File: config.mk
export PLATFORM = sky130hd
export DESIGN_NAME = quant_mult_pipe
export DESIGN_NICKNAME = d
export VERILOG_FILES = /design/src/source/jpeg_quant_pkg.sv /design/src/source/quant_mult_pipe.sv
export VERILOG_INCLUDE_DIRS = /design/src /design/src/source
export SDC_FILE = /design/constraint.sdc
export NUM_CORES = 1
export LEC_CHECK = 0
export ABC_AREA = 1
export BUFFER_PORTS_ARGS = -buffer_cell sky130_fd_sc_hd__buf_2
export CAP_MARGIN = 25
export CELL_PAD_IN_SITES_DETAIL_PLACEMENT = 0
export CELL_PAD_IN_SITES_GLOBAL_PLACEMENT = 1
export CORE_MARGIN = 2
export CORE_UTILIZATION = 48
export DETAILED_ROUTE_END_ITERATION = 10
export PLACE_DENSITY_LB_ADDON = 0.1
export REMOVE_ABC_BUFFERS = 1
export SLEW_MARGIN = 20
export SYNTH_ARGS = -nofsm -noshare
export SYNTH_HDL_FRONTEND = slang
export SYNTH_SLANG_ARGS = --single-unit
export TNS_END_PERCENT = 100
File: constraint.sdc
create_clock -name clk -period 5.8 [get_ports clk]
set_input_delay 0.58 -clock clk [delete_from_list [all_inputs] [get_ports clk]]
set_output_delay 0.58 -clock clk [all_outputs]
set_load 0.005 [all_outputs]
File: src/source/jpeg_quant_macros.svh
// jpeg quantizer widths, product shift and frame size limits
`ifndef JPEG_QUANT_MACROS_SVH
`define JPEG_QUANT_MACROS_SVH

// dct coefficient and quantized output widths
`define JQ_DW 15
`define JQ_QW 11

// reciprocal factor width and the right shift applied to each product
`define JQ_MBITS 13
`define JQ_SHIFT 12

// largest frame the mcu counters have to cover
`define JQ_MAX_X 720
`define JQ_MAX_Y 720

// widths of the programmed frame size fields
`define JQ_XW $clog2(`JQ_MAX_X)
`define JQ_YW $clog2(`JQ_MAX_Y)

`endif

File: src/source/jpeg_quant_pkg.sv
// jpeg quantizer data types, block tag, zig-zag mapping and base tables
`include "jpeg_quant_macros.svh"

package jpeg_quant_pkg;

    typedef logic signed [`JQ_DW-1:0] coef_t;
    typedef logic signed [`JQ_QW-1:0] qcoef_t;
    typedef logic [`JQ_MBITS-1:0] qfactor_t;

    // one dct column, row 0 in the low slot
    typedef coef_t [7:0] col_t;
    typedef coef_t [1:0] pair_t;
    typedef qcoef_t [1:0] qpair_t;

    typedef enum logic [1:0] {
        PLANE_Y = 2'd0,
        PLANE_U = 2'd1,
        PLANE_V = 2'd2
    } plane_e;

    typedef struct packed {
        logic       last_mcu;
        plane_e     plane;
        logic [4:0] pair_idx;
    } blk_tag_t;

    // raster position (row*8 + col) to zig-zag rank
    function automatic logic [5:0] zz_rank(input logic [5:0] pos);
        int r;
        int c;
        int s;
        int n;
        r = int'(pos[5:3]);
        c = int'(pos[2:0]);
        s = r + c;
        // odd diagonals run down the rows, even ones run up
        if (s < 8)
            n = s * (s + 1) / 2 + ((s % 2 == 1) ? r : c);
        else
            n = 64 - (15 - s) * (16 - s) / 2 + ((s % 2 == 1) ? 7 - c : 7 - r);
        return 6'(n);
    endfunction

    // zig-zag rank back to raster position
    function automatic logic [5:0] zz_pos(input logic [5:0] rank);
        logic [5:0] pos;
        pos = '0;
        for (int p = 0; p < 64; p++) begin
            if (zz_rank(6'(p)) == rank)
                pos = 6'(p);
        end
        return pos;
    endfunction

    // annex k base tables, raster order
    localparam logic [7:0] luma_base [64] = '{
        16, 11, 10, 16, 24, 40, 51, 61,      12, 12, 14, 19, 26, 58, 60, 55,
        14, 13, 16, 24, 40, 57, 69, 56,      14, 17, 22, 29, 51, 87, 80, 62,
        18, 22, 37, 56, 68, 109, 103, 77,    24, 35, 55, 64, 81, 104, 113, 92,
        49, 64, 78, 87, 103, 121, 120, 101,  72, 92, 95, 98, 112, 100, 103, 99
    };

    localparam logic [7:0] chroma_base [64] = '{
        17, 18, 24, 47, 99, 99, 99, 99,      18, 21, 26, 66, 99, 99, 99, 99,
        24, 26, 56, 99, 99, 99, 99, 99,      47, 66, 99, 99, 99, 99, 99, 99,
        99, 99, 99, 99, 99, 99, 99, 99,      99, 99, 99, 99, 99, 99, 99, 99,
        99, 99, 99, 99, 99, 99, 99, 99,      99, 99, 99, 99, 99, 99, 99, 99
    };

endpackage

File: src/source/quant_mult_pipe.sv
// two-lane 4-stage signed x unsigned multiplier with shift, valid and tag lanes
`timescale 1ns/10ps
`include "jpeg_quant_macros.svh"

module quant_mult_pipe (
    input  logic                            clk,
    input  logic                            resetn,
    input  logic                            en,
    input  logic                            in_valid,
    input  jpeg_quant_pkg::pair_t           a_in,
    input  jpeg_quant_pkg::qfactor_t [1:0]  b_in,
    input  jpeg_quant_pkg::blk_tag_t        tag_in,
    output jpeg_quant_pkg::qpair_t          out_pair,
    output jpeg_quant_pkg::blk_tag_t        out_tag,
    output logic                            out_valid
);

    // factor split into low and high slices for the partial products
    localparam int lb  = 7;
    localparam int hb  = `JQ_MBITS - lb;
    localparam int pw  = `JQ_DW + `JQ_MBITS + 1;

    jpeg_quant_pkg::pair_t              a1;
    jpeg_quant_pkg::qfactor_t [1:0]     b1;
    logic signed [`JQ_DW+lb:0]          lo2 [2];
    logic signed [`JQ_DW+hb:0]          hi2 [2];
    logic signed [pw-1:0]               prod3 [2];
    jpeg_quant_pkg::blk_tag_t           tag_sr [4];
    logic [3:0]                         vld_sr;

    always_ff @(posedge clk) begin
        if (!resetn)
            vld_sr <= '0;
        else if (en)
            vld_sr <= {vld_sr[2:0], in_valid};
    end

    always_ff @(posedge clk) begin
        if (en) begin
            a1 <= a_in;
            b1 <= b_in;
            for (int j = 0; j < 2; j++) begin
                lo2[j]      <= a1[j] * $signed({1'b0, b1[j][lb-1:0]});
                hi2[j]      <= a1[j] * $signed({1'b0, b1[j][`JQ_MBITS-1:lb]});
                prod3[j]    <= (hi2[j] <<< lb) + lo2[j];
                // arithmetic shift then truncate to the output width
                out_pair[j] <= prod3[j][`JQ_SHIFT +: `JQ_QW];
            end
            tag_sr[0] <= tag_in;
            for (int i = 1; i < 4; i++)
                tag_sr[i] <= tag_sr[i-1];
        end
    end

    assign out_tag   = tag_sr[3];
    assign out_valid = vld_sr[3];

    hold_stable: assert property (
        @(posedge clk) disable iff (!resetn)
        !en |=> ($stable(out_pair) && $stable(out_valid) && $stable(out_tag))
    );

endmodule

# [Yosys cells after proc, flatten, opt, wreduce, memory -nomap -nowiden]
# Memories as Yosys holds them, arrays and structs flattened. A register that Yosys moved wholly into a read port is not among the register bits.
# Cells that the tools add are included.
[totals] ff_bits=60 ram_bits=180 inputBits=68 wordCells=17 n_memories=4
[mem_list] memory="prod3" depth=2 word_bits=29 read_ports=2 rd_ports_with_merged_regs=2 write_ports=2 line="quant_mult_pipe.sv:27" text="logic signed [pw-1:0] prod3 [2];"
[mem_list] memory="lo2" depth=2 word_bits=23 read_ports=2 rd_ports_with_merged_regs=0 write_ports=2 line="quant_mult_pipe.sv:25" text="logic signed [`JQ_DW+lb:0] lo2 [2];"
[mem_list] memory="hi2" depth=2 word_bits=22 read_ports=2 rd_ports_with_merged_regs=0 write_ports=2 line="quant_mult_pipe.sv:26" text="logic signed [`JQ_DW+hb:0] hi2 [2];"
[mem_list] memory="tag_sr" depth=4 word_bits=8 read_ports=4 rd_ports_with_merged_regs=0 write_ports=4 line="quant_mult_pipe.sv:28" text="jpeg_quant_pkg::blk_tag_t tag_sr [4];"
[op_classes] addsub=2 mul=4 n_mux=2
[ops] operator="$add 29x23->29" count=2
[ops] operator="$mul 15x8->23" count=2
[ops] operator="$mul 15x7->22" count=2
[ops] operator="$mux 1" count=2

# [Longest topological paths before layout]
[logic_depth] depth_word=2 ltp_mapped=24 ltp_nobuf=23

# [Least setup slack after synthesis]
# OpenSTA, ideal clock, no wires.
[synth_timing] kind="register to register" from="reg b1[2] (netlist bit)" to="mem lo2[0][21] (netlist bit), data pin" setup_ns=0.253 t_arrival_ns=3.934 required_ns=5.547 setup_slack_ns=1.613 path_stages_with_launch=19 n_path_buf=1 path_cell_list="edfxtp_1 -> clkbuf_1 -> nand2_1 -> fa_1 -> fa_1 -> inv_1 -> fa_1 -> inv_1 -> fa_1 -> inv_1 -> ha_1 -> nand2_1 -> nor2_1 -> nor2_1 -> nor2_1 -> o21ai_0 -> nand3_1 -> nand2_1 -> nand2_1"
[synth_rtl] item="start: declaration" line="quant_mult_pipe.sv:24" text="jpeg_quant_pkg::qfactor_t [1:0] b1;"
[synth_rtl] item="start signal: assignment" line="quant_mult_pipe.sv:41" text="b1 <= b_in;"
[synth_rtl] item="end: declaration" line="quant_mult_pipe.sv:25"

==> results.md <==
- Outcome: complete, no violations
- H-tree Lvls: 4
- Cts repair resizes: 0
- FMAX: between 200 and 250 MHz
- R2R Path End: hi2[0][14]
- First-pass GRT wire length: 78700 um
- Final Hold Viols: 0
- DR DRC count: 0
- Worst Path Required: 6110 ps
- TritonCTS Sinks: 200
- Initial DRC Count: just over 1000
- Register area share after synthesis: between 20% and 30%
- GR Util met1: between 30% and 40%
- Dpl cell area: approximately 22000 um^2
- Skew-Pair Late Insertion Delay: ~500 ps
- Relative slew slack: 46.0%
- Final Cell Area: 22500 um^2
- Most instantiated library cell after synthesis: inv_1
- Io pins: 99
- Synth Flop Type: edfxtp_1
- Layout Nets: roughly 3000
- Yosys reg bits: 200
- RSZ-0062 raised after global routing: false
- Final period utilization: slightly above 80%
- CTS tree: yes
- IO buf count: 98
- Critical Path Fanout Max: 15
- Gate Count Post-Synth: roughly 2500
- Largest net degree at the start of global routing: 92
- Routability cong.: approximately 0.89
- Crit-path cells: nand2_1 > fa_1 > inv_1 > fa_1 > inv_1 > fa_1 > fa_1 > inv_1 > ha_1 > inv_1 > nor3_1 > inv_1 > o211ai_1 > xor2_1
- Startpoint Class: flip-flop
- Post-Syn Area: approximately 21000 um^2
- Synth top cells by count: 696 x inv_1, 621 x nand2_1, 246 x fa_1
- Hold Crit Class: primary input to flip-flop
- CP bufs+invs: 5
- Worst-margin pin slew: 810 ps
- Area share of the largest cell type after synthesis: roughly 28%
- Max_cap viols: 0
- RR Startpoint: b1[8]
- Pwr Density: approximately 540 nW/um^2
- Final design utilization: between 50% and 60%
- Minimum clock period: between 4000 and 5000 ps
- WHS Path Cells: 1
- Layout cells sized above 1: 5.73%
- Met3 GRT Util: 4.96%
- Synth area leader: edfxtp_1
- GRT overflow: 0
- Clock buffer depth: 2
- Total GRT Usage: a little under a quarter
- Starting Density: about half
- Hold_sp: a_in[17]
- Ys Warns: 0
- Via density: just under 5
- Clk_skew: around 18 ps
- Crit end category: flip-flop
- Via Count: between 10000 and 15000
- First drt pass iteration count: 6
- Arrival @ worst endpoint: between 5000 and 6000 ps
- Synth-to-layout area growth: 7.83%
- VDD IR max: ~0.28 mV
- Min-Delay Endpoint: a1[17]
- Crit-path most repeated cell: inv_1
- Hold Buf Count CTS: 0
- DP HPWL: around 37000 um
- Count of cell types in the netlist: 37
- Final setup viols: 0
- R2R cell count: 14
- Share of flip-flops with an asynchronous set or reset: 0%
- Root buf cell: clkbuf_16
- Chip height: between 200 and 250 um
- Final ANT Viol Nets: 0
- Drt wl/cell: between 15 and 20 um
- GR peak layer: met2
- Worst reg-to-reg setup slack: about 1000 ps
- Cell row count: 76
- ANT cells: 0
- Die area: about 45000 um^2
- Top Family by Delay on Critical Path: adder cells
- EDFF count, synth: just under 200
- Setup bufs post-CTS: 0
- TNS Setup: 0 ps
- Leak Pwr: about 13 nW
- Max incr delay on CP: 840 ps
- Final Max Slew Viols: 0
- Core box area: 43000 um^2
- Die width: 213 um
- Initial antenna violation count: 0
- Slowest cell on crit path: edfxtp_1
- Total Routed Length: roughly 47000 um
- Cells after DPL: 3083
- Met2 Use GR: between 30% and 40%
- Ranking of synthesized cells by area: edfxtp_1 28%, fa_1 24%, inv_1 13%
- Vias in the first global route: around 15000
- Final std cells w/o fill: 3115
- Syn_area_per_cell: 8.51 um^2
- Worst-path clk slew: 90 ps
- Setup CP Type: flip-flop to flip-flop
- Number of CTS-inserted buffers: 17
==> layout make-up <==
cell class,count,area [um^2]
clock buffers,18,429
clock inverters,14,186
fillers,4121,20400
inverters,697,2620
multi-input cells,1501,12100
flip-flops and latches,200,5970
well taps,585,732
repair buffers,100,514
==> layout by cell type, fill, tap and decap left out, types with 17 or more instances in the layout <==
master       n
edfxtp_1   196
a21oi_1     98
nand3_1     67
o21ai_0     41
inv_1      696
nor2_1      82
xnor2_1     24
ha_1       178
fa_1       246
buf_2       97
xor2_1      47
nand2_1    621
clkbuf_16   17
==> cells by family after synthesis <==
logic type	count (synthesis)	synth area share (%)
AND/OR/NAND/NOR	822	15.8
buffers and inverters	755	13.6
adder cells (fa/ha/maj)	424	34.2
flip-flops	200	28.5
AO/OA/AOI/OAI	184	4.87
XOR/XNOR	71	2.98
==> stage by stage <==
step / setup WS (ps) / total power [mW] / hold WS, ps
CTS: 952 / 12.2 / 216
global route: 747 / 13.6 / 219
finish: 996 / 12.1 / 249
global placement: 1090 / 10.8 / 400
floorplan: 1650 / 8.62 / 400
detailed placement: 959 / 10.9 / 405
==> routing by layer <==
layer | part of all wire, % | vias up
li1 | - | 7490
met1 | 51 | 7139
met2 | 42 | 343
met3 | 6.4 | 25
met4 | 1.1 | 0
met5 | 0 | -
==> registers in the layout, summed over array words and instances, names as in the netlist <==
register,count
lo2,32
prod3,22
vld_sr,4
b1,26
tag_sr,32
hi2,32
a1,30
out_pair,22
==> worst max path at each step <==
| stage | from | endpoint | slack [ps] | depth (start not counted) |
|---|---|---|---|---|
| 2_1_floorplan | b1[15] | lo2[0][44] | 1650 | 17 |
| 3_3_place_gp | b1[8] | hi2[0][14] | 1090 | 14 |
| 3_5_place_dp | b1[8] | hi2[0][14] | 960 | 14 |
| 4_1_cts | b1[8] | hi2[0][14] | 950 | 14 |
| 5_1_grt | b1[8] | hi2[0][14] | 750 | 14 |
| 6_report | b1[8] | hi2[0][14] | 1000 | 14 |
==> where the power goes <==
group / switching (mW) / internal, mW / total [mW] / leakage (nW)
registers: 0.327 / 2.44 / 2.77 / 1.96
clock network: 0.671 / 0.593 / 1.26 / 0.295
logic: 5.12 / 2.98 / 8.10 / 10.5
Note: power is estimated with default switching activity, not from simulation.
