[src/source/jpeg_quant_macros.svh]
// jpeg quantizer widths, product shift and frame size limits
`ifndef JPEG_QUANT_MACROS_SVH
`define JPEG_QUANT_MACROS_SVH

// dct coefficient and quantized output widths
`define JQ_DW 15
`define JQ_QW 11

// reciprocal factor width and the right shift applied to each product
`define JQ_MBITS 13
`define JQ_SHIFT 12

// largest frame the mcu counters have to cover
`define JQ_MAX_X 720
`define JQ_MAX_Y 720

// widths of the programmed frame size fields
`define JQ_XW $clog2(`JQ_MAX_X)
`define JQ_YW $clog2(`JQ_MAX_Y)

`endif

[src/source/jpeg_quant_pkg.sv]
// jpeg quantizer data types, block tag, zig-zag mapping and base tables
`include "jpeg_quant_macros.svh"

package jpeg_quant_pkg;

    typedef logic signed [`JQ_DW-1:0] coef_t;
    typedef logic signed [`JQ_QW-1:0] qcoef_t;
    typedef logic [`JQ_MBITS-1:0] qfactor_t;

    // one dct column, row 0 in the low slot
    typedef coef_t [7:0] col_t;
    typedef coef_t [1:0] pair_t;
    typedef qcoef_t [1:0] qpair_t;

    typedef enum logic [1:0] {
        PLANE_Y = 2'd0,
        PLANE_U = 2'd1,
        PLANE_V = 2'd2
    } plane_e;

    typedef struct packed {
        logic       last_mcu;
        plane_e     plane;
        logic [4:0] pair_idx;
    } blk_tag_t;

    // raster position (row*8 + col) to zig-zag rank
    function automatic logic [5:0] zz_rank(input logic [5:0] pos);
        int r;
        int c;
        int s;
        int n;
        r = int'(pos[5:3]);
        c = int'(pos[2:0]);
        s = r + c;
        // odd diagonals run down the rows, even ones run up
        if (s < 8)
            n = s * (s + 1) / 2 + ((s % 2 == 1) ? r : c);
        else
            n = 64 - (15 - s) * (16 - s) / 2 + ((s % 2 == 1) ? 7 - c : 7 - r);
        return 6'(n);
    endfunction

    // zig-zag rank back to raster position
    function automatic logic [5:0] zz_pos(input logic [5:0] rank);
        logic [5:0] pos;
        pos = '0;
        for (int p = 0; p < 64; p++) begin
            if (zz_rank(6'(p)) == rank)
                pos = 6'(p);
        end
        return pos;
    endfunction

    // annex k base tables, raster order
    localparam logic [7:0] luma_base [64] = '{
        16, 11, 10, 16, 24, 40, 51, 61,      12, 12, 14, 19, 26, 58, 60, 55,
        14, 13, 16, 24, 40, 57, 69, 56,      14, 17, 22, 29, 51, 87, 80, 62,
        18, 22, 37, 56, 68, 109, 103, 77,    24, 35, 55, 64, 81, 104, 113, 92,
        49, 64, 78, 87, 103, 121, 120, 101,  72, 92, 95, 98, 112, 100, 103, 99
    };

    localparam logic [7:0] chroma_base [64] = '{
        17, 18, 24, 47, 99, 99, 99, 99,      18, 21, 26, 66, 99, 99, 99, 99,
        24, 26, 56, 99, 99, 99, 99, 99,      47, 66, 99, 99, 99, 99, 99, 99,
        99, 99, 99, 99, 99, 99, 99, 99,      99, 99, 99, 99, 99, 99, 99, 99,
        99, 99, 99, 99, 99, 99, 99, 99,      99, 99, 99, 99, 99, 99, 99, 99
    };

endpackage

[src/source/quant_tables.sv]
// reciprocal quantization factor rom, two registered lookups per cycle
`timescale 1ns/10ps
`include "jpeg_quant_macros.svh"

module quant_tables (
    input  logic                            clk,
    input  logic                            re,
    input  logic                            chroma,
    input  logic [1:0][5:0]                 ra,
    output jpeg_quant_pkg::qfactor_t [1:0]  rd
);

    typedef jpeg_quant_pkg::qfactor_t rom_t [64];

    // 2^shift divided by the base entry, rounded to nearest
    function automatic rom_t build_rom(input logic sel_chroma);
        rom_t rom;
        int   b;
        for (int p = 0; p < 64; p++) begin
            if (sel_chroma)
                b = int'(jpeg_quant_pkg::chroma_base[p]);
            else
                b = int'(jpeg_quant_pkg::luma_base[p]);
            rom[p] = jpeg_quant_pkg::qfactor_t'(((1 << `JQ_SHIFT) + b / 2) / b);
        end
        return rom;
    endfunction

    localparam rom_t luma_rom   = build_rom(1'b0);
    localparam rom_t chroma_rom = build_rom(1'b1);

    // both lanes share the table row selected by chroma
    always_ff @(posedge clk) begin
        if (re) begin
            for (int j = 0; j < 2; j++) begin
                if (chroma)
                    rd[j] <= chroma_rom[ra[j]];
                else
                    rd[j] <= luma_rom[ra[j]];
            end
        end
    end

endmodule

[config.mk]
export PLATFORM = sky130hd
export DESIGN_NAME = quant_tables
export DESIGN_NICKNAME = d
export VERILOG_FILES = /design/src/source/jpeg_quant_pkg.sv /design/src/source/quant_tables.sv
export VERILOG_INCLUDE_DIRS = /design/src /design/src/source
export SDC_FILE = /design/constraint.sdc
export NUM_CORES = 1
export LEC_CHECK = 0
export BUFFER_PORTS_ARGS = -buffer_cell sky130_fd_sc_hd__clkbuf_2
export CELL_PAD_IN_SITES_DETAIL_PLACEMENT = 1
export CELL_PAD_IN_SITES_GLOBAL_PLACEMENT = 1
export CORE_UTILIZATION = 46
export CTS_CLUSTER_SIZE = 8
export DETAILED_ROUTE_END_ITERATION = 7
export PLACE_DENSITY = 0.89
export SLEW_MARGIN = 25
export SYNTH_ARGS = -nofsm -noshare
export SYNTH_HDL_FRONTEND = slang
export SYNTH_SLANG_ARGS = --single-unit
[constraint.sdc]
create_clock -name clk -period 3.48 [get_ports clk]
set_input_delay 0.174 -clock clk [delete_from_list [all_inputs] [get_ports clk]]
set_output_delay 0.174 -clock clk [all_outputs]
set_load 0.02 [all_outputs]
# Word-level counts from Yosys, hierarchy flattened
# Memory sizes are Yosys's and may differ from the RTL's.
# Cells that the tools add are included.
# totals
ff_bits	26
mem_bits_ro	3328
mem_count	4
inputBits	15
latchBits	0
out_inout_bits	26
ram_bits	0
# classes
reduce_logical	0
multipliers	0
bitwise	2
div_mod_pow	0
shifts	0
magnitude_cmp	2
mux	10
n_addsub	0
n_eq_ne	0
# memory_table
name	depth	word_bits	read_ports	rd_clocked_by_memory_dff	write_ports	line_no	rtl
(no name shown)	64	13	1	0	0	quant_tables.sv:39	rd[j] <= luma_rom[ra[j]];
(no name shown)	64	13	1	0	0	quant_tables.sv:37	rd[j] <= chroma_rom[ra[j]];
(no name shown)	64	13	1	0	0	quant_tables.sv:39	
(no name shown)	64	13	1	0	0	quant_tables.sv:37	
# ops
cell	count
two-way mux 13 bit	10
greater-or-equal comparator 7 bit, second input constant	2
inverter 6 -> 7 bit	2

# Logic depth before layout (Yosys ltp)
# Gate-level depths: netlist of run 1.
# depth
ltp_word	5
mapped_depth	9
mapped_depth_nobuf	7

# Least setup slack after synthesis of run 1
# OpenSTA, ideal clock, no wires.
# synth_path
path_kind	in2reg
startpoint	input port ra[6] in the netlist's numbering
endpoint	register rd[13] in the netlist's numbering, data pin
path_buffers	2
setup_ns	0.261
path_slack_ns	1.428
cell_stages	8
arrival_time_ns	1.791
path_cell_list	clkbuf_1 -> inv_1 -> ha_1 -> clkbuf_1 -> o21ai_0 -> a32oi_1 -> a31oi_1 -> o32a_1
# synth_between
elab_chain_cells	5
elab_cells_between_ends	8
# synth_rtl
element	line_no	rtl
start: declaration	quant_tables.sv:9	input logic [1:0][5:0] ra,
inverter 6 -> 7 bit (implied by the code) (*)	quant_tables.sv:37, quant_tables.sv:39	
memory (64 x 13 bit) (on tied branches)	n/a	
two-way mux 13 bit (on tied branches) (2 in series)	quant_tables.sv:39, quant_tables.sv:37	
two-way mux 13 bit (*)	quant_tables.sv:36	if (chroma)
end signal: indexed assignment	quant_tables.sv:37	
end signal: indexed assignment	quant_tables.sv:39	
end: declaration	quant_tables.sv:10	output jpeg_quant_pkg::qfactor_t [1:0] rd
# Every way passes the cells marked *; elsewhere a longest branch is shown, timed or not. The select of a mux whose other input is x is not followed.
# A chain may end at the register's enable or synchronous reset.

# Final worst setup path of run 1
# layout_path
startpoint	input port ra[7] in the netlist's numbering
endpoint	register rd[17] in the netlist's numbering, data pin
# Same word-level chain as after synthesis.

==> results.sh, run 1 <==
export IMPL_grt_pass1_wl_um=15900
export IMPL_max_stage_delay_ns=0.59
export IMPL_path_clk_slew_ns=0.07
export IMPL_crit_family="compound AO/OA/AOI/OAI gates"
export IMPL_hold_depth=2
export IMPL_cp_arrival_ns=2.36
export IMPL_rows=28
export IMPL_p_comb_frac=0.475
export IMPL_slew_limit_headroom=0.439
export IMPL_core_area_um2=5990
export IMPL_slew_viol_final=0
export IMPL_antenna_found_initial=0
export IMPL_p_seq_frac=0.340
export IMPL_cp_end_kind="register"
export IMPL_crit_path_end="rd[17]$_DFFE_PP_"
export IMPL_fin_tns_setup_ns=0
export IMPL_hp_class="input port to register"
export IMPL_die_h_um=81.4
export IMPL_cts_resized=0
export IMPL_max_cap_violations=0
export IMPL_ant_nets=0
export IMPL_period_needed_ns=2.31
export IMPL_postSynth_asyncResetShare=0
export IMPL_synth_warnings=0
export IMPL_drc=0
export IMPL_grt_max_degree=45
export IMPL_drtIter0Drc=317
export IMPL_hold_buffers=0
export IMPL_gp_congestion=1.01
export IMPL_grt_pass1_vias=3026
export IMPL_post_cts_buffers=0
export IMPL_yosysUniqueCellTypes=66
export IMPL_dp_cells=460
export IMPL_path_class="input port to register"
export IMPL_syn_cell_area_um2=2900
export IMPL_yosysTopAreaCellShare=0.186
export IMPL_setup_slack_ns=1.17
export IMPL_grtUsageTotal=0.312
export IMPL_synth_seq_cells=18
export IMPL_cp_depth=7
export IMPL_synth_edf_count=18
export IMPL_whs_ns=0.437
export IMPL_antennaDiodeCount=0
export IMPL_finalCritPeriodShare=0.665
export IMPL_timing_fmax_mhz=432
export IMPL_p_sw_frac=0.419
export IMPL_synth_ff_type="edfxtp_1"
export IMPL_worstPathRequired_ns=3.53
export IMPL_start_kind="input port"
export IMPL_cts_tree="done"
export IMPL_largest_register_ffs=18
export IMPL_synth_cells=396
export IMPL_final_area_um2=2960
export IMPL_critPathMaxFanout=14
export IMPL_place_area_um2=2910
export IMPL_worstSetupStartpoint="ra[7]"
export IMPL_tightest_slew_ns=0.841
export IMPL_preCtsSetupSlack_ns=0.969
export IMPL_routed_wl_um=9880
export IMPL_layout_nets=423
export IMPL_finalNonFillerCells=464
export IMPL_initial_utilization=0.485
export IMPL_io_pins=41
export IMPL_synth_avg_cell_area_um2=7.33
export IMPL_ys_top_cells_by_area="edfxtp_1 (19%), ha_1 (7.8%), o21ai_0 (6.4%)"
export IMPL_cts_htree_levels=1
export IMPL_internal_power_mw=0.465
export IMPL_crit_chain="clkbuf_2 -> inv_1 -> ha_1 -> nand2_1 -> a32oi_1 -> a211oi_1 -> o32ai_1"
export IMPL_layout_drive_gt1_share=0.129
export IMPL_avgRoutedWirePerCell_um=21.3
export IMPL_fin_util=0.493
export IMPL_fillers=796
export IMPL_fp_dieArea_um2=6630
export IMPL_power_density_nw_per_um2=271
export IMPL_p_total_mw=0.800
export IMPL_viasPerCell=6.94
export IMPL_cts_buffers_inserted=3
export IMPL_numPortBuffers=32
export IMPL_p_leak_nw=1.12
export IMPL_die_w_um=81.4
export IMPL_grt_ovfl_total=0
export IMPL_clockBufferDepth=2
export IMPL_dp_hpwl_um=6940
export IMPL_status="finished clean"
export IMPL_firstDrtPassIters=5
export IMPL_vias=3221
export IMPL_top_register="rd"
export IMPL_cp_num_buf_inv=2
export IMPL_switchingPower_mw=0.335
export IMPL_clock_sinks=18
export IMPL_power_frac_clock=0.185
export IMPL_top_regs="rd x18"
export IMPL_rsz0062_at_grt="false"
export IMPL_crit_slowest_cell="ha_1"
export IMPL_area_growth_pct=1.81
export IMPL_ys_seq_area_frac=0.186
export IMPL_root_buffer="clkbuf_8"
export IMPL_hold_violations=0
export IMPL_synth_top_area_cell="edfxtp_1"
export IMPL_setup_viol=0
export IMPL_irDropWorstVdd_uv=266
==> layer usage <==
layer	global-route usage	wire, um
met1	0.397	4000
met2	0.526	4910
met3	0.0400	598
met4	0.130	380
met5	0	0
==> final cells by class <==
| type | count | area (um2) | area share |
|---|---|---|---|
| clock inverters | 1 | 3.75 | 0.00127 |
| inverters | 14 | 52.6 | 0.0178 |
| well taps | 75 | 93.8 | 0.0318 |
| repair buffers | 33 | 168 | 0.0567 |
| clock buffers | 3 | 41.3 | 0.0140 |
| flip-flops and latches | 18 | 541 | 0.183 |
| multi-input cells | 320 | 2060 | 0.696 |
==> kinds of logic after synthesis <==
family,count (synthesis),share of synthesized area
AO/OA/AOI/OAI,160,0.382
XOR/XNOR,2,0.00604
flip-flops,18,0.186
other,1,0.00129
AND/OR/NAND/NOR,126,0.210
adder cells (fa/ha/maj),18,0.0776
multiplexers,6,0.0216
buffers and inverters,65,0.115
==> placed cells by master, fill, tap and decap left out, types with 3 or more instances in the layout <==
master / count
nand2b_1: 12
o211ai_1: 15
o32a_1: 3
a211oi_1: 5
edfxtp_1: 18
mux2i_1: 4
clkbuf_8: 3
nand3_1: 10
nor3_1: 9
inv_2: 4
a32oi_1: 3
a21o_1: 3
nor2_1: 36
o22ai_1: 3
o32ai_1: 6
a21oi_1: 28
o21a_1: 4
a31oi_1: 10
a311oi_1: 8
o311ai_0: 3
nand3b_1: 4
o21ai_0: 37
conb_1: 8
inv_1: 9
nand2_1: 33
o311a_1: 3
clkbuf_2: 32
ha_1: 18
nor2b_1: 11
==> how the worst min path moves through the flow <==
| stage | start | end | slack [ns] |
|---|---|---|---|
| 6_report | ra[5] | rd[1]$_DFFE_PP_ | 0.44 |
| 5_1_grt | ra[5] | rd[1]$_DFFE_PP_ | 0.44 |
| 4_1_cts | ra[5] | rd[1]$_DFFE_PP_ | 0.42 |
| 3_5_place_dp | rd[21]$_SDFFCE_PP0P_ | rd[21] | 0.63 |
| 3_3_place_gp | rd[19]$_DFFE_PP_ | rd[19] | 0.63 |
| 2_1_floorplan | re | rd[0]$_DFFE_PP_ | 0.29 |
==> Yosys cell counts (3+ instances only) <==
library cell,n
buf_4,12
inv_1,9
a211oi_1,5
nor2b_1,11
o311a_1,3
a21o_1,3
inv_2,4
o21a_1,4
o32ai_1,6
nor3_1,9
o21ai_0,37
o22ai_1,3
nand2_1,33
o211ai_1,15
buf_6,3
a21oi_1,28
ha_1,18
nor2_1,36
nand3_1,10
clkbuf_1,15
buf_1,4
a31oi_1,10
nand3b_1,4
o311ai_0,3
edfxtp_1,18
buf_2,17
mux2i_1,4
a32oi_1,3
o32a_1,3
nand2b_1,12
a311oi_1,8
==> power by group through the flow <==
stage | logic, mW | clock network [mW] | registers, mW
floorplan | 0.252 | 0 | 0.304
global placement | 0.357 | 0 | 0.275
detailed placement | 0.370 | 0 | 0.277
CTS | 0.371 | 0.149 | 0.273
global route | 0.412 | 0.156 | 0.276
finish | 0.380 | 0.148 | 0.272
Power figures use the tool's default switching activity.
==> run 2, diff against run 1 <==
--- a/config.mk
+++ b/config.mk
@@ -9,10 +9,10 @@
 export BUFFER_PORTS_ARGS = -buffer_cell sky130_fd_sc_hd__clkbuf_2
 export CELL_PAD_IN_SITES_DETAIL_PLACEMENT = 1
 export CELL_PAD_IN_SITES_GLOBAL_PLACEMENT = 1
-export CORE_UTILIZATION = 46
+export CORE_UTILIZATION = 43
 export CTS_CLUSTER_SIZE = 8
 export DETAILED_ROUTE_END_ITERATION = 7
-export PLACE_DENSITY = 0.89
+export PLACE_DENSITY = 0.84
 export SLEW_MARGIN = 25
 export SYNTH_ARGS = -nofsm -noshare
 export SYNTH_HDL_FRONTEND = slang
==> constraint.sdc (replaced) <==
create_clock -name clk -period 2.4 [get_ports clk]
set_input_delay 0.12 -clock clk [delete_from_list [all_inputs] [get_ports clk]]
set_output_delay 0.12 -clock clk [all_outputs]
set_load 0.02 [all_outputs]
==> run 2 against run 1 <==
The run now ends with design-rule violations left. Power grew 48%. Clock-buffer cell count is the same. First-iteration DRC count shrank 29%. Via count barely moved. Sequential power up 45%. Sequential cell count unchanged. Die area grew 6.8%. Non-clock buffer count grew 15. Worst setup slack got worse by 0.72 ns. Largest cell class unchanged.
==> results.sh, run 2 (synthesis gave the netlist of run 1 again) <==
export IMPL_slew_viol_final=0
export IMPL_dp_hpwl_um=7560
export IMPL_core_area_um2=6420
export IMPL_dp_cells=477
export IMPL_status="complete, but fails checks"
export IMPL_cts_tree="done"
export IMPL_grt_ovfl_total=0
export IMPL_grt_max_degree=35
export IMPL_finalCritPeriodShare=0.816
export IMPL_period_needed_ns=1.96
export IMPL_clockBufferDepth=2
export IMPL_hp_class="input port to register"
export IMPL_hold_buffers=0
export IMPL_tightest_slew_ns=0.624
export IMPL_area_growth_pct=6.64
export IMPL_setup_slack_ns=0.442
export IMPL_layout_drive_gt1_share=0.161
export IMPL_setup_viol=0
export IMPL_grtUsageTotal=0.290
export IMPL_clock_sinks=18
export IMPL_cts_htree_levels=1
export IMPL_start_kind="input port"
export IMPL_hold_violations=0
export IMPL_viasPerCell=6.70
export IMPL_fin_tns_setup_ns=0
export IMPL_mostFrequentLayoutCell="o21ai_0"
export IMPL_preCtsSetupSlack_ns=0.212
export IMPL_cp_end_kind="register"
export IMPL_final_cell_mix="o21ai_0 (37), nor2_1 (36), nand2_1 (33), clkbuf_2 (32), a21oi_1 (28)"
export IMPL_drc=5
export IMPL_firstDrtPassIters=6
export IMPL_path_class="input port to register"
export IMPL_drtIter0Drc=224
export IMPL_root_buffer="clkbuf_8"
export IMPL_fp_dieArea_um2=7080
export IMPL_cp_arrival_ns=1.96
export IMPL_timing_fmax_mhz=511
export IMPL_p_total_mw=1.18
export IMPL_die_h_um=84.2
export IMPL_routed_wl_um=10100
export IMPL_antennaDiodeCount=0
export IMPL_vias=3222
export IMPL_grt_pass1_wl_um=16400
export IMPL_numPortBuffers=32
export IMPL_max_cap_violations=0
export IMPL_p_leak_nw=1.20
export IMPL_irDropWorstVdd_uv=220
export IMPL_cts_buffers_inserted=3
export IMPL_power_density_nw_per_um2=382
export IMPL_worstPathRequired_ns=2.41
export IMPL_avgRoutedWirePerCell_um=21.0
export IMPL_rows=29
export IMPL_critPathMaxFanout=11
export IMPL_fillers=847
export IMPL_top_register="rd"
export IMPL_finalNonFillerCells=481
export IMPL_path_clk_slew_ns=0.07
export IMPL_largest_register_ffs=18
export IMPL_slew_limit_headroom=0.573
export IMPL_initial_utilization=0.452
export IMPL_ant_nets=0
export IMPL_violations="design-rule violations"
export IMPL_post_cts_buffers=0
export IMPL_io_pins=41
export IMPL_grt_pass1_vias=3206
export IMPL_rsz0062_at_grt="false"
export IMPL_antenna_found_initial=0
export IMPL_die_w_um=84.2
export IMPL_gp_congestion=0.947
export IMPL_cts_resized=0
export IMPL_top_regs="rd x18"
export IMPL_layout_nets=438
run 2: final cells by class:
cell class / instances / area, um2 / area share
tap: 77 / 96.3 / 0.0311
sequential: 18 / 541 / 0.175
timing repair buffer: 48 / 305 / 0.0986
inverter: 14 / 52.6 / 0.0170
multi-input combinational: 320 / 2060 / 0.664
clock inverter: 1 / 3.75 / 0.00121
clock buffer: 3 / 41.3 / 0.0133
run 2: per-stage QoR:
stage	utilization	hold WS, ns	instance area [um2]
2_1_floorplan	-	0.232	2930
3_3_place_gp	0.475	0.572	3050
3_5_place_dp	0.475	0.575	3050
4_1_cts	0.482	0.395	3100
5_1_grt	0.482	0.417	3100
6_report	0.482	0.405	3100
run 2: final timing paths:
| path | from | endpoint | slack, ns | depth (start not counted) |
|---|---|---|---|---|
| setup / recovery | ra[7] | rd[17]$_DFFE_PP_ | 0.44 | 8 |
| hold / removal | re | rd[6]$_DFFE_PP_ | 0.40 | 1 |
run 2: metal layers:
metal / wire length [um] / GRT usage / vias up
li1: - / - / 1488
met3: 603 / 0.0295 / 42
met1: 4010 / 0.351 / 1541
met4: 448 / 0.135 / 0
met5: 0 / 0 / -
met2: 5050 / 0.517 / 151
run 2: worst max-delay path, stage by stage:
cell      delay [ns]
clkbuf_2        0.09
inv_1           0.13
ha_1            0.57
nand2b_1        0.19
a21o_1          0.21
a21oi_1         0.13
a211oi_1        0.07
o32ai_1         0.46
run 2: report_power, final:
group	leakage, nW	switching, mW	internal, mW
Clock	0.0231	0.0956	0.114
Combinational	1.00	0.381	0.197
Sequential	0.175	0.00887	0.385
Total	1.20	0.486	0.695
