`config.mk`:
```
export PLATFORM = sky130hd
export DESIGN_NAME = mcu_tracker
export DESIGN_NICKNAME = d
export VERILOG_FILES = /design/src/source/jpeg_quant_pkg.sv /design/src/source/mcu_tracker.sv
export VERILOG_INCLUDE_DIRS = /design/src /design/src/source
export SDC_FILE = /design/constraint.sdc
export NUM_CORES = 1
export LEC_CHECK = 0
export ABC_AREA = 1
export BUFFER_PORTS_ARGS = -buffer_cell sky130_fd_sc_hd__buf_2
export CORE_MARGIN = 3
export CORE_UTILIZATION = 25
export DETAILED_ROUTE_END_ITERATION = 12
export GPL_ROUTABILITY_DRIVEN = 0
export GPL_TIMING_DRIVEN = 1
export PLACE_DENSITY = 0.47
export SLEW_MARGIN = 20
export SYNTH_ARGS = -nofsm -noshare
export SYNTH_HDL_FRONTEND = slang
export SYNTH_SLANG_ARGS = --single-unit
```
`constraint.sdc`:
```
create_clock -name clk -period 4.05 [get_ports clk]
set_clock_uncertainty 0.2 [all_clocks]
set_input_delay 0.2025 -clock clk [delete_from_list [all_inputs] [get_ports clk]]
set_output_delay 0.2025 -clock clk [all_outputs]
set_load 0.05 [all_outputs]
```
`src/source/jpeg_quant_macros.svh`:
```
// jpeg quantizer widths, product shift and frame size limits
`ifndef JPEG_QUANT_MACROS_SVH
`define JPEG_QUANT_MACROS_SVH

// dct coefficient and quantized output widths
`define JQ_DW 15
`define JQ_QW 11

// reciprocal factor width and the right shift applied to each product
`define JQ_MBITS 13
`define JQ_SHIFT 12

// largest frame the mcu counters have to cover
`define JQ_MAX_X 720
`define JQ_MAX_Y 720

// widths of the programmed frame size fields
`define JQ_XW $clog2(`JQ_MAX_X)
`define JQ_YW $clog2(`JQ_MAX_Y)

`endif

```
`src/source/jpeg_quant_pkg.sv`:
```
// jpeg quantizer data types, block tag, zig-zag mapping and base tables
`include "jpeg_quant_macros.svh"

package jpeg_quant_pkg;

    typedef logic signed [`JQ_DW-1:0] coef_t;
    typedef logic signed [`JQ_QW-1:0] qcoef_t;
    typedef logic [`JQ_MBITS-1:0] qfactor_t;

    // one dct column, row 0 in the low slot
    typedef coef_t [7:0] col_t;
    typedef coef_t [1:0] pair_t;
    typedef qcoef_t [1:0] qpair_t;

    typedef enum logic [1:0] {
        PLANE_Y = 2'd0,
        PLANE_U = 2'd1,
        PLANE_V = 2'd2
    } plane_e;

    typedef struct packed {
        logic       last_mcu;
        plane_e     plane;
        logic [4:0] pair_idx;
    } blk_tag_t;

    // raster position (row*8 + col) to zig-zag rank
    function automatic logic [5:0] zz_rank(input logic [5:0] pos);
        int r;
        int c;
        int s;
        int n;
        r = int'(pos[5:3]);
        c = int'(pos[2:0]);
        s = r + c;
        // odd diagonals run down the rows, even ones run up
        if (s < 8)
            n = s * (s + 1) / 2 + ((s % 2 == 1) ? r : c);
        else
            n = 64 - (15 - s) * (16 - s) / 2 + ((s % 2 == 1) ? 7 - c : 7 - r);
        return 6'(n);
    endfunction

    // zig-zag rank back to raster position
    function automatic logic [5:0] zz_pos(input logic [5:0] rank);
        logic [5:0] pos;
        pos = '0;
        for (int p = 0; p < 64; p++) begin
            if (zz_rank(6'(p)) == rank)
                pos = 6'(p);
        end
        return pos;
    endfunction

    // annex k base tables, raster order
    localparam logic [7:0] luma_base [64] = '{
        16, 11, 10, 16, 24, 40, 51, 61,      12, 12, 14, 19, 26, 58, 60, 55,
        14, 13, 16, 24, 40, 57, 69, 56,      14, 17, 22, 29, 51, 87, 80, 62,
        18, 22, 37, 56, 68, 109, 103, 77,    24, 35, 55, 64, 81, 104, 113, 92,
        49, 64, 78, 87, 103, 121, 120, 101,  72, 92, 95, 98, 112, 100, 103, 99
    };

    localparam logic [7:0] chroma_base [64] = '{
        17, 18, 24, 47, 99, 99, 99, 99,      18, 21, 26, 66, 99, 99, 99, 99,
        24, 26, 56, 99, 99, 99, 99, 99,      47, 66, 99, 99, 99, 99, 99, 99,
        99, 99, 99, 99, 99, 99, 99, 99,      99, 99, 99, 99, 99, 99, 99, 99,
        99, 99, 99, 99, 99, 99, 99, 99,      99, 99, 99, 99, 99, 99, 99, 99
    };

endpackage

```
`src/source/mcu_tracker.sv`:
```
// 4:2:0 mcu position tracker, gives plane and last-mcu for the block being read
`timescale 1ns/10ps
`include "jpeg_quant_macros.svh"

module mcu_tracker (
    input  logic                   clk,
    input  logic                   resetn,
    input  logic                   blk_done,
    input  logic [`JQ_XW-1:0]      x_size_m1,
    input  logic [`JQ_YW-1:0]      y_size_m1,
    output jpeg_quant_pkg::plane_e plane,
    output logic                   last_mcu
);

    logic [2:0]         blk_cnt;
    logic [`JQ_XW-5:0]  x_mcu;
    logic [`JQ_YW-5:0]  y_mcu;
    logic               x_end;
    logic               y_end;

    // mcu counts are the frame size in 16 pixel units
    assign x_end = (x_mcu == x_size_m1[`JQ_XW-1:4]);
    assign y_end = (y_mcu == y_size_m1[`JQ_YW-1:4]);

    always_ff @(posedge clk) begin
        if (!resetn) begin
            blk_cnt <= '0;
            x_mcu   <= '0;
            y_mcu   <= '0;
        end else if (blk_done) begin
            if (blk_cnt == 3'd5) begin
                blk_cnt <= '0;
                x_mcu   <= x_end ? '0 : x_mcu + 1'b1;
                if (x_end)
                    y_mcu <= y_end ? '0 : y_mcu + 1'b1;
            end else begin
                blk_cnt <= blk_cnt + 3'd1;
            end
        end
    end

    always_comb begin
        case (blk_cnt)
            3'd4:    plane = jpeg_quant_pkg::PLANE_U;
            3'd5:    plane = jpeg_quant_pkg::PLANE_V;
            default: plane = jpeg_quant_pkg::PLANE_Y;
        endcase
    end

    assign last_mcu = (blk_cnt == 3'd5) && x_end && y_end;

endmodule

```
# Word level (Yosys, flattened, before mapping)
# Index checks and enable logic that the tools add are counted.
dict set report totals {
  ff_bits 15
  input_bits 23
  output_inout_bits 3
  word_cells 18
}
dict set report op_classes {
  addsub 3
  eq_ne 4
  muxes 4
  n_reduce_logical 4
}
# op count
set op_table {}
lappend op_table {{$add 6x1->6 const B} 2}
lappend op_table {{$eq 6x6->1} 2}
lappend op_table {{$mux 6} 2}
lappend op_table {{$eq 3x3->1 const B} 2}
lappend op_table {{$pmux 2 s2} 1}
lappend op_table {{$add 3x1->3 const B} 1}
lappend op_table {{$mux 3} 1}
lappend op_table {{$reduce_and 3->1} 1}
lappend op_table {{$logic_and 1x1->1} 2}
lappend op_table {{$reduce_and 2->1} 1}

# Longest topological paths before layout
# Gate-level depths: netlist (run 1).
dict set report depth {
  word_depth 3
  depth_mapped 9
  ltp_nobuf 9
}

# Least setup slack after synthesis (run 1)
# Ideal clock, no wire load.
dict set report synth_timing {
  path_kind {register -> output}
  startpoint {register x_mcu[0]}
  endpoint {output last_mcu}
  arrival_ns 2.302
  required_time_ns 3.648
  slack_ns 1.345
  stages_incl_launch_ff 7
  path_buffers 0
  cell_sequence {dfxtp_1 -> inv_1 -> nand2_1 -> nand2_1 -> nor2_1 -> nand3_2 -> nor4_1}
}
dict set report synth_via {
  elab_chain_cells 3
}
# element line
set synth_rtl {}
lappend synth_rtl {{start, declared} mcu_tracker.sv:16} ;# logic [`JQ_XW-5:0] x_mcu;
lappend synth_rtl {{start signal, assigned} mcu_tracker.sv:33} ;# x_mcu <= x_end ? '0 : x_mcu + 1'b1;
lappend synth_rtl {{$eq 6x6->1} mcu_tracker.sv:22} ;# assign x_end = (x_mcu == x_size_m1[`JQ_XW-1:4]);
lappend synth_rtl {{$logic_and 1x1->1 (2 in a row)} mcu_tracker.sv:50} ;# assign last_mcu = (blk_cnt == 3'd5) && x_end && y_end;
lappend synth_rtl {{end, declared} mcu_tracker.sv:12} ;# output logic last_mcu
# Every way passes these cells.

# Worst setup path after layout (run 1)
dict set report layout_timing {
  startpoint {register y_mcu[4]}
  endpoint {output last_mcu}
}
dict set report layout_via {
  elab_chain_cells 2
}
# element line
set layout_rtl {}
lappend layout_rtl {{start, declared} mcu_tracker.sv:17} ;# logic [`JQ_YW-5:0] y_mcu;
lappend layout_rtl {{start signal, assigned} mcu_tracker.sv:35} ;# y_mcu <= y_end ? '0 : y_mcu + 1'b1;
lappend layout_rtl {{$eq 6x6->1} mcu_tracker.sv:23} ;# assign y_end = (y_mcu == y_size_m1[`JQ_YW-1:4]);
lappend layout_rtl {{$logic_and 1x1->1} mcu_tracker.sv:50}
# Every way passes these cells.

==> impl_metrics.env, run 1 <==
export IMPL_ys_async_sr_fraction_pct=0
export IMPL_period_minus_slack_ps=2210
export IMPL_io_pins=26
export IMPL_synthesis_area_um2=993
export IMPL_drv_slew=0
export IMPL_rows=22
export IMPL_dr_pass1_iters=4
export IMPL_synth_top_area_cell="dfxtp_1"
export IMPL_post_cts_buffers=0
export IMPL_grt_max_degree=12
export IMPL_antenna_found_initial=0
export IMPL_finalPower_w=0.000309
export IMPL_clock_sinks=15
export IMPL_initial_core_util_pct=26.5
export IMPL_fmax_mhz=453
export IMPL_syn_area_per_cell_um2=6.02
export IMPL_synth_edf_count=0
export IMPL_hold_buffers=0
export IMPL_routed_wl_mm=2.06
export IMPL_coreArea_um2=3740
export IMPL_diodes=0
export IMPL_cp_end_kind="output pin"
export IMPL_ant_nets=0
export IMPL_yosys_cell_count_top_type="nand2_1"
export IMPL_period_share_pct=54.5
export IMPL_cap_violations=0
export IMPL_area_growth_pct=18.8
export IMPL_max_slew_margin_pct=81.4
export IMPL_clk_latency_ps=260
export IMPL_synth_cells=165
export IMPL_whs_ps=16.9
export IMPL_yosysWarnings=0
export IMPL_clk_pin_slew_worst_paths_ps=70
export IMPL_synth_top_area_share_pct=30.2
export IMPL_arrival_ps=1800
export IMPL_critPathBufInv=2
export IMPL_synth_flop_cell="dfxtp_1"
export IMPL_cts_inserted_buffers=3
export IMPL_worst_pin_slew_ps=276
export IMPL_timing_critical_path_from_type="flip-flop"
export IMPL_root_buffer="clkbuf_8"
export IMPL_worst_path_largest_cell_delay_ps=430
export IMPL_clk_path_buf_depth=2
export IMPL_route_detailed_drc=0
export IMPL_path_cells="inv_1, nand2_1, nand2_1, nor2_1, nand3_1, nor4_1, buf_2"
export IMPL_power_density_nw_per_um2=262
export IMPL_grt_pass1_vias=848
export IMPL_synthTopCellsByCount="56 x nand2_1, 29 x inv_1, 26 x nor2_1, 15 x dfxtp_1, 7 x nand3_1"
export IMPL_wl_per_cell_um=8.83
export IMPL_path_max_fanout=7
export IMPL_grt_pass1_wl_mm=3.71
export IMPL_critPathTopFamily="simple AND/OR/NAND/NOR gates"
export IMPL_yosys_top_cells_area="dfxtp_1 30%, nand2_1 21%, inv_1 11%, nor2_1 9.8%, nand3_1 3.5%"
export IMPL_critPathSlowestCell="dfxtp_1"
export IMPL_cts_tree="built"
export IMPL_layout_drive_gt1_share_pct=17.8
export IMPL_worst_setup_path_type="reg2out"
export IMPL_finalNonFillerCells=233
export IMPL_nets=211
export IMPL_grt_usage_pct=9.47
export IMPL_synth_nets=190
export IMPL_rsz0062_at_grt="no"
export IMPL_die_w_um=69.0
export IMPL_grt_ovfl_total=0
export IMPL_via_count=933
export IMPL_ys_types=21
export IMPL_hpwl_mm=1.58
export IMPL_die_area_um2=4770
export IMPL_port_buffers=17
export IMPL_hold_violations=0
export IMPL_cts_max_level=1
export IMPL_outcome="complete, no violations"
export IMPL_ys_ff_latch=15
export IMPL_holdCritPathClass="in2reg"
export IMPL_die_h_um=69.0
export IMPL_tns_ps=0
export IMPL_cts_resized_gates=0
export IMPL_critPathRequiredTime_ps=3650
export IMPL_setup_viol=0
export IMPL_synth_seq_area_share_pct=30.2
export IMPL_dp_cells=229
export IMPL_crit_top_cell="nand2_1"
export IMPL_p_leak_nw=0.567
export IMPL_drt_iter0_markers=17
export IMPL_viasPerCell=4.00
export IMPL_ir_drop_mv=0.168
## per-stage QoR
| stage | util [%] | area, um^2 | setup WS [ps] |
|---|---|---|---|
| floorplan | - | 993 | 1350 |
| global placement | 30.3 | 1130 | 2040 |
| detailed placement | 30.3 | 1130 | 2070 |
| CTS | 31.5 | 1180 | 1790 |
| global route | 31.5 | 1180 | 1550 |
| finish | 31.5 | 1180 | 1840 |
## cell families (layout without fill, tap and decap cells)
family / Yosys count / after routing / synth area share [%]
AOI/OAI and AO/OA: 10 / 10 / 5.16
DFF: 15 / 15 / 30.2
xor gates and xnor gates: 3 / 3 / 2.65
buffers and inverters: 30 / 50 / 11.3
and+or+nand+nor: 105 / 105 / 48.1
adders and majority gates: 2 / 2 / 2.52
## report_power, final
group | total (W) | leakage [nW] | internal [W] | switching (W)
Sequential | 0.000151 | 0.121 | 0.000149 | 0.00000228
Clock | 0.000129 | 0.0228 | 0.0000699 | 0.0000595
Combinational | 0.0000282 | 0.423 | 0.0000114 | 0.0000168
## area by class of cell
type / instances / area [um^2]
Inverter: 29 / 109
Timing Repair Buffer: 17 / 85.1
Fill cell: 452 / 2560
Sequential cell: 15 / 300
Tap cell: 48 / 60.1
Multi-Input combinational cell: 120 / 581
Clock buffer: 4 / 45.0
## metal layers
layer	part of all wire [%]	GRT usage (%)
met1	51	12.2
met2	42	14.2
met3	5.1	3.35
met4	1.7	3.90
met5	0	0
## worst paths after layout
check                                 from         end  slack, ps  cells after the start
worst max-delay path              y_mcu[4]    last_mcu       1840                      7
worst min-delay path              blk_done  blk_cnt[2]         20                      2
worst max register to register    x_mcu[0]    x_mcu[4]       2380                      7
worst min register to register  blk_cnt[2]  blk_cnt[2]        300                      1
## sequential cells by signal (all words and copies together), names as in the netlist
register / flops
y_mcu: 6
blk_cnt: 3
x_mcu: 6
## placed cells by master (no fill, tap or decap), types with 2 or more instances in the layout
master    netlist  layout
inv_1          29      29
nand3_1         7       7
nor2_4          3       3
dfxtp_1        15      15
o21ai_0         3       3
nand2_1        56      56
buf_2           0      17
clkbuf_8        0       3
a21oi_1         3       3
o21ai_1         3       3
nand2_2         3       3
xor2_1          3       3
nor2_2          2       2
nor2_1         26      26
ha_1            2       2
nor3_1          2       2
nor3_2          2       2
Note: power is estimated with default switching activity, not from simulation.
==> run 2: changes to the inputs <==
Settings changed: ABC_AREA 1 to 0.
Clock period 4.05 ns to 2.2 ns, I/O delays scaled along.
==> impl_metrics.env, run 2 <==
export IMPL_outcome="complete, no violations"
export IMPL_stdcell_area_um2=1130
export IMPL_multi_input_area_um2=623
export IMPL_layout_drive_gt1_share_pct=28.1
export IMPL_final_common_cell="buf_2"
export IMPL_ant_nets=0
export IMPL_period_minus_slack_ps=2000
export IMPL_port_buffers=17
export IMPL_grt_pass1_wl_mm=3.62
export IMPL_coreArea_um2=3490
export IMPL_tns_ps=0
export IMPL_whs_ps=50.4
export IMPL_die_h_um=67.4
export IMPL_yosys_cell_count_top_type="dfxtp_1"
export IMPL_yosys_top_cells_area="dfxtp_1 32%, xnor2_1 13%, o211ai_2 5.3%, xor2_1 3.7%, nand2_1 3.6%"
export IMPL_hold_violations=0
export IMPL_die_w_um=67.4
export IMPL_cts_inserted_buffers=3
export IMPL_max_slew_margin_pct=77.2
export IMPL_path_cells="xnor2_1, nand4_2, nor4_2, buf_2"
export IMPL_critPathRequiredTime_ps=1890
export IMPL_layout_common_cells="17 x buf_2, 15 x dfxtp_1, 14 x xnor2_1, 9 x nand2_1, 6 x nor3_1"
export IMPL_critPathSlowestCell="dfxtp_1"
export IMPL_cp_end_kind="output pin"
export IMPL_period_share_pct=91.0
export IMPL_syn_area_per_cell_um2=9.25
export IMPL_clock_sinks=15
export IMPL_synth_nets=127
export IMPL_timing_critical_path_from_type="flip-flop"
export IMPL_seqCellArea_um2=300
export IMPL_synth_cells=102
export IMPL_ir_drop_mv=0.297
export IMPL_power_density_nw_per_um2=490
export IMPL_synthesis_area_um2=943
export IMPL_grt_usage_pct=10.5
export IMPL_finalNonFillerCells=167
export IMPL_yosysWarnings=0
export IMPL_grt_ovfl_total=0
export IMPL_clk_pin_slew_worst_paths_ps=60
export IMPL_synth_top_area_cell="dfxtp_1"
export IMPL_antenna_found_initial=0
export IMPL_rows=21
export IMPL_fin_util_pct=32.3
export IMPL_arrival_ps=1690
export IMPL_drt_iter0_markers=19
export IMPL_path_max_fanout=6
export IMPL_drv_slew=0
export IMPL_dp_cells=162
export IMPL_p_leak_nw=0.411
export IMPL_ys_async_sr_fraction_pct=0
export IMPL_route_detailed_drc=0
export IMPL_cap_violations=0
export IMPL_worst_setup_path_type="reg2out"
export IMPL_cts_max_level=1
export IMPL_initial_core_util_pct=27.0
export IMPL_rsz0062_at_grt="no"
export IMPL_place_area_um2=1070
export IMPL_grt_pass1_vias=822
export IMPL_dr_pass1_iters=2
export IMPL_synth_top_area_share_pct=31.8
export IMPL_ys_ff_latch=15
export IMPL_ys_types=37
export IMPL_synth_edf_count=0
export IMPL_n_fill_cell=379
export IMPL_root_buffer="clkbuf_8"
export IMPL_setup_viol=0
export IMPL_synthTopCellsByCount="15 x dfxtp_1, 14 x xnor2_1, 9 x nand2_1, 6 x nor3_1, 5 x nor2_1"
export IMPL_area_growth_pct=19.6
export IMPL_routed_wl_mm=2.04
export IMPL_wl_per_cell_um=12.2
export IMPL_worst_path_largest_cell_delay_ps=440
export IMPL_synth_flop_cell="dfxtp_1"
export IMPL_clk_latency_ps=240
export IMPL_fmax_mhz=500
export IMPL_top_regs="x_mcu: 6 flops, y_mcu: 6 flops, blk_cnt: 3 flops"
export IMPL_viasPerCell=4.77
export IMPL_holdCritPathClass="in2reg"
export IMPL_via_count=796
export IMPL_io_pins=26
export IMPL_hpwl_mm=1.62
export IMPL_synth_seq_area_share_pct=31.8
export IMPL_worst_pin_slew_ps=342
export IMPL_die_area_um2=4550
export IMPL_clk_path_buf_depth=2
export IMPL_diodes=0
export IMPL_nets=147
export IMPL_grt_max_degree=14
export IMPL_cts_tree="built"
==> run 2: layer usage <==
metal	global-route usage [%]	wire (um)
met5	0	0
met1	12.1	945
met3	3.66	111
met2	18.9	976
met4	1.52	10
==> run 2: per-stage QoR <==
stage          total power (W)  setup WS, ps
3_3_place_gp          0.000337           433
6_report              0.000553           198
2_1_floorplan         0.000317           168
5_1_grt               0.000587          35.3
4_1_cts               0.000566           191
3_5_place_dp          0.000339           463
==> run 2: worst paths after layout <==
path         startpoint        to  slack (ps)  cells after the start
max            y_mcu[2]  last_mcu         200                      4
min              resetn  y_mcu[1]          50                      3
max reg2reg  blk_cnt[0]  y_mcu[0]         520                      4
min reg2reg    y_mcu[1]  y_mcu[1]         310                      2
==> run 2: logic make-up after synthesis <==
| group | Yosys count | share of synthesized area, % |
|---|---|---|
| buf+inv | 5 | 2.78 |
| fa+ha+maj | 2 | 2.65 |
| compound gates | 17 | 16.3 |
| flops | 15 | 31.8 |
| simple gates | 43 | 27.6 |
| mux | 2 | 2.12 |
| xor+xnor | 18 | 16.7 |
==> run 2: area by class of cell <==
class / instances / area share, %
Inverter: 2 / 0.665
Sequential cell: 15 / 26.6
Clock buffer: 4 / 3.99
Timing Repair Buffer: 18 / 8.43
Multi-Input combinational cell: 82 / 55.2
Tap cell: 46 / 5.10
==> run 2: critical path, delay by kind of cell, from the launching register on <==
kind	cells	cell delay, ps
XOR/XNOR	1	170
flip-flops	1	440
AND/OR/NAND/NOR	2	530
buffers and inverters	1	310
==> run 2: power by group <==
group | switching [W] | internal (W) | total, W
clock | 0.0000916 | 0.000128 | 0.000220
sequential | 0.00000467 | 0.000275 | 0.000280
combinational | 0.0000286 | 0.0000248 | 0.0000534
total | 0.000125 | 0.000428 | 0.000553
==> run 2: what timing repair did <==
item	in CTS	in global routing
hold buffers	1	0
resized for setup	0	0
endpoints found under the hold margin	1	0
setup buffers	0	0
==> run 3: changes to the inputs <==
==> constraint.sdc (replaced) <==
create_clock -name clk -period 2.2 [get_ports clk]
set_clock_uncertainty 0.2 [all_clocks]
set_input_delay 0.44 -clock clk [delete_from_list [all_inputs] [get_ports clk]]
set_output_delay 0.44 -clock clk [all_outputs]
set_load 0.05 [all_outputs]
==> impl_metrics.env, run 3 (same netlist as run 2, synthesis figures left out) <==
export IMPL_path_max_fanout=5
export IMPL_io_pins=26
export IMPL_die_area_um2=4550
export IMPL_layout_common_cells="16 x buf_2, 11 x xnor2_1, 10 x dfxtp_1, 9 x nand2_1, 6 x nor3_1"
export IMPL_grt_pass1_vias=839
export IMPL_coreArea_um2=3490
export IMPL_area_growth_pct=27.2
export IMPL_p_int_w=0.000433
export IMPL_cts_inserted_buffers=3
export IMPL_sw_frac_of_total_pct=23.4
export IMPL_fmax_mhz=479
export IMPL_clk_path_buf_depth=2
export IMPL_cp_end_kind="output pin"
export IMPL_combPwrFrac_pct=10.7
export IMPL_reg2reg_depth=4
export IMPL_post_cts_buffers=0
export IMPL_hold_violations=0
export IMPL_hold_buffers=0
export IMPL_p_switching_w=0.000132
export IMPL_root_buffer="clkbuf_8"
export IMPL_drt_iter0_markers=39
export IMPL_hold_depth=3
export IMPL_p_leak_nw=0.459
export IMPL_final_common_cell="buf_2"
export IMPL_grt_ovfl_total=0
export IMPL_layout_drive_gt1_share_pct=37.6
export IMPL_worst_setup_path_type="reg2out"
export IMPL_holdCritPathClass="in2reg"
export IMPL_clk_latency_ps=250
export IMPL_wl_per_cell_um=12.6
export IMPL_period_minus_slack_ps=2090
export IMPL_max_slew_margin_pct=75.2
export IMPL_arrival_ps=1450
export IMPL_tns_ps=0
export IMPL_cts_tree="built"
export IMPL_port_buffers=17
export IMPL_hpwl_mm=1.67
export IMPL_grt_max_degree=14
export IMPL_setup_viol=0
export IMPL_nets=151
export IMPL_power_density_nw_per_um2=471
export IMPL_top_regs="x_mcu: 6 flops, y_mcu: 6 flops, blk_cnt: 3 flops"
export IMPL_ir_drop_mv=0.238
export IMPL_ant_nets=0
export IMPL_diodes=0
export IMPL_grt_pass1_wl_mm=3.75
export IMPL_antenna_found_initial=0
export IMPL_drv_slew=0
export IMPL_rsz0062_at_grt="no"
export IMPL_die_h_um=67.4
export IMPL_critPathRequiredTime_ps=1560
export IMPL_stdcell_area_um2=1200
export IMPL_grt_usage_pct=10.8
export IMPL_routed_wl_mm=2.16
export IMPL_clk_pin_slew_worst_paths_ps=60
export IMPL_die_w_um=67.4
export IMPL_via_count=829
export IMPL_p_clk_share_pct=39.8
export IMPL_whs_ps=272
export IMPL_timing_critical_path_from_type="flip-flop"
export IMPL_pwr_share_seq_pct=49.5
export IMPL_initial_core_util_pct=27.0
export IMPL_place_area_um2=1120
export IMPL_period_share_pct=94.9
export IMPL_cts_max_level=1
export IMPL_viasPerCell=4.85
export IMPL_route_detailed_drc=0
export IMPL_worst_pin_slew_ps=372
export IMPL_cap_violations=0
export IMPL_outcome="complete, no violations"
export IMPL_dr_pass1_iters=4
export IMPL_rows=21
export IMPL_clock_sinks=15
run 3: cell count changes in the layout (fill, tap and decap cells not counted):
cell / before / now
buf_2: 17 / 16
xnor2_1: 14 / 11
dfxtp_2: 0 / 5
buf_4: 0 / 5
buf_6: 0 / 1
dfxtp_1: 15 / 10
nor4_2: 1 / 0
nor4_4: 0 / 1
dlygate4sd3_1: 1 / 0
xnor2_2: 0 / 3
run 3: cell type report:
| type | count | area, um^2 |
|---|---|---|
| Clock buffer | 4 | 45.0 |
| Multi-Input combinational cell | 82 | 654 |
| Fill cell | 370 | 2290 |
| Inverter | 2 | 7.51 |
| Tap cell | 46 | 57.6 |
| Timing Repair Buffer | 22 | 129 |
| Sequential cell | 15 | 307 |
run 3: what timing repair did:
action,CTS,global route
gates resized for setup,2,8
pin swaps,1,2
endpoints found under the setup margin,1,1
run 3: power groups by stage:
stage                     combinational [W]  clock, W  sequential (W)
after CTS                         0.0000589  0.000236        0.000280
after detailed placement          0.0000588         0        0.000286
final                             0.0000606  0.000225        0.000280
after global placement            0.0000572         0        0.000286
after global routing              0.0000668  0.000248        0.000280
after floorplan                   0.0000330         0        0.000285
run 3: final timing paths:
kind	from	endpoint	slack (ps)
setup / recovery	blk_cnt[0]	last_mcu	110
hold / removal	blk_done	blk_cnt[0]	270
hold reg to reg	y_mcu[1]	y_mcu[1]	310
setup reg to reg	blk_cnt[0]	y_mcu[0]	490
run 3: metal layers:
layer	global-route usage [%]	vias up	wire length [um]
met3	3.16	0	177
li1	-	419	-
met4	1.52	0	0
met2	19.3	24	1020
met1	12.9	386	958
met5	0	-	0
run 3: metrics by stage:
stage | setup slack [ps] | power (W) | utilization (%) | std cells
detailed placement | 30.9 | 0.000345 | 32.0 | 167
finish | 112 | 0.000566 | 34.3 | 171
global route | 0.729 | 0.000595 | 34.3 | 171
global placement | 40.2 | 0.000343 | 32.0 | 167
floorplan | 21.6 | 0.000318 | - | 102
CTS | 7.56 | 0.000575 | 33.5 | 171
run 3: worst max-delay path: stages (launching register included):
cell and delay [ps]:
dfxtp_1 400, and3b_2 220, nand3_1 140, nor4_4 250, buf_6 190
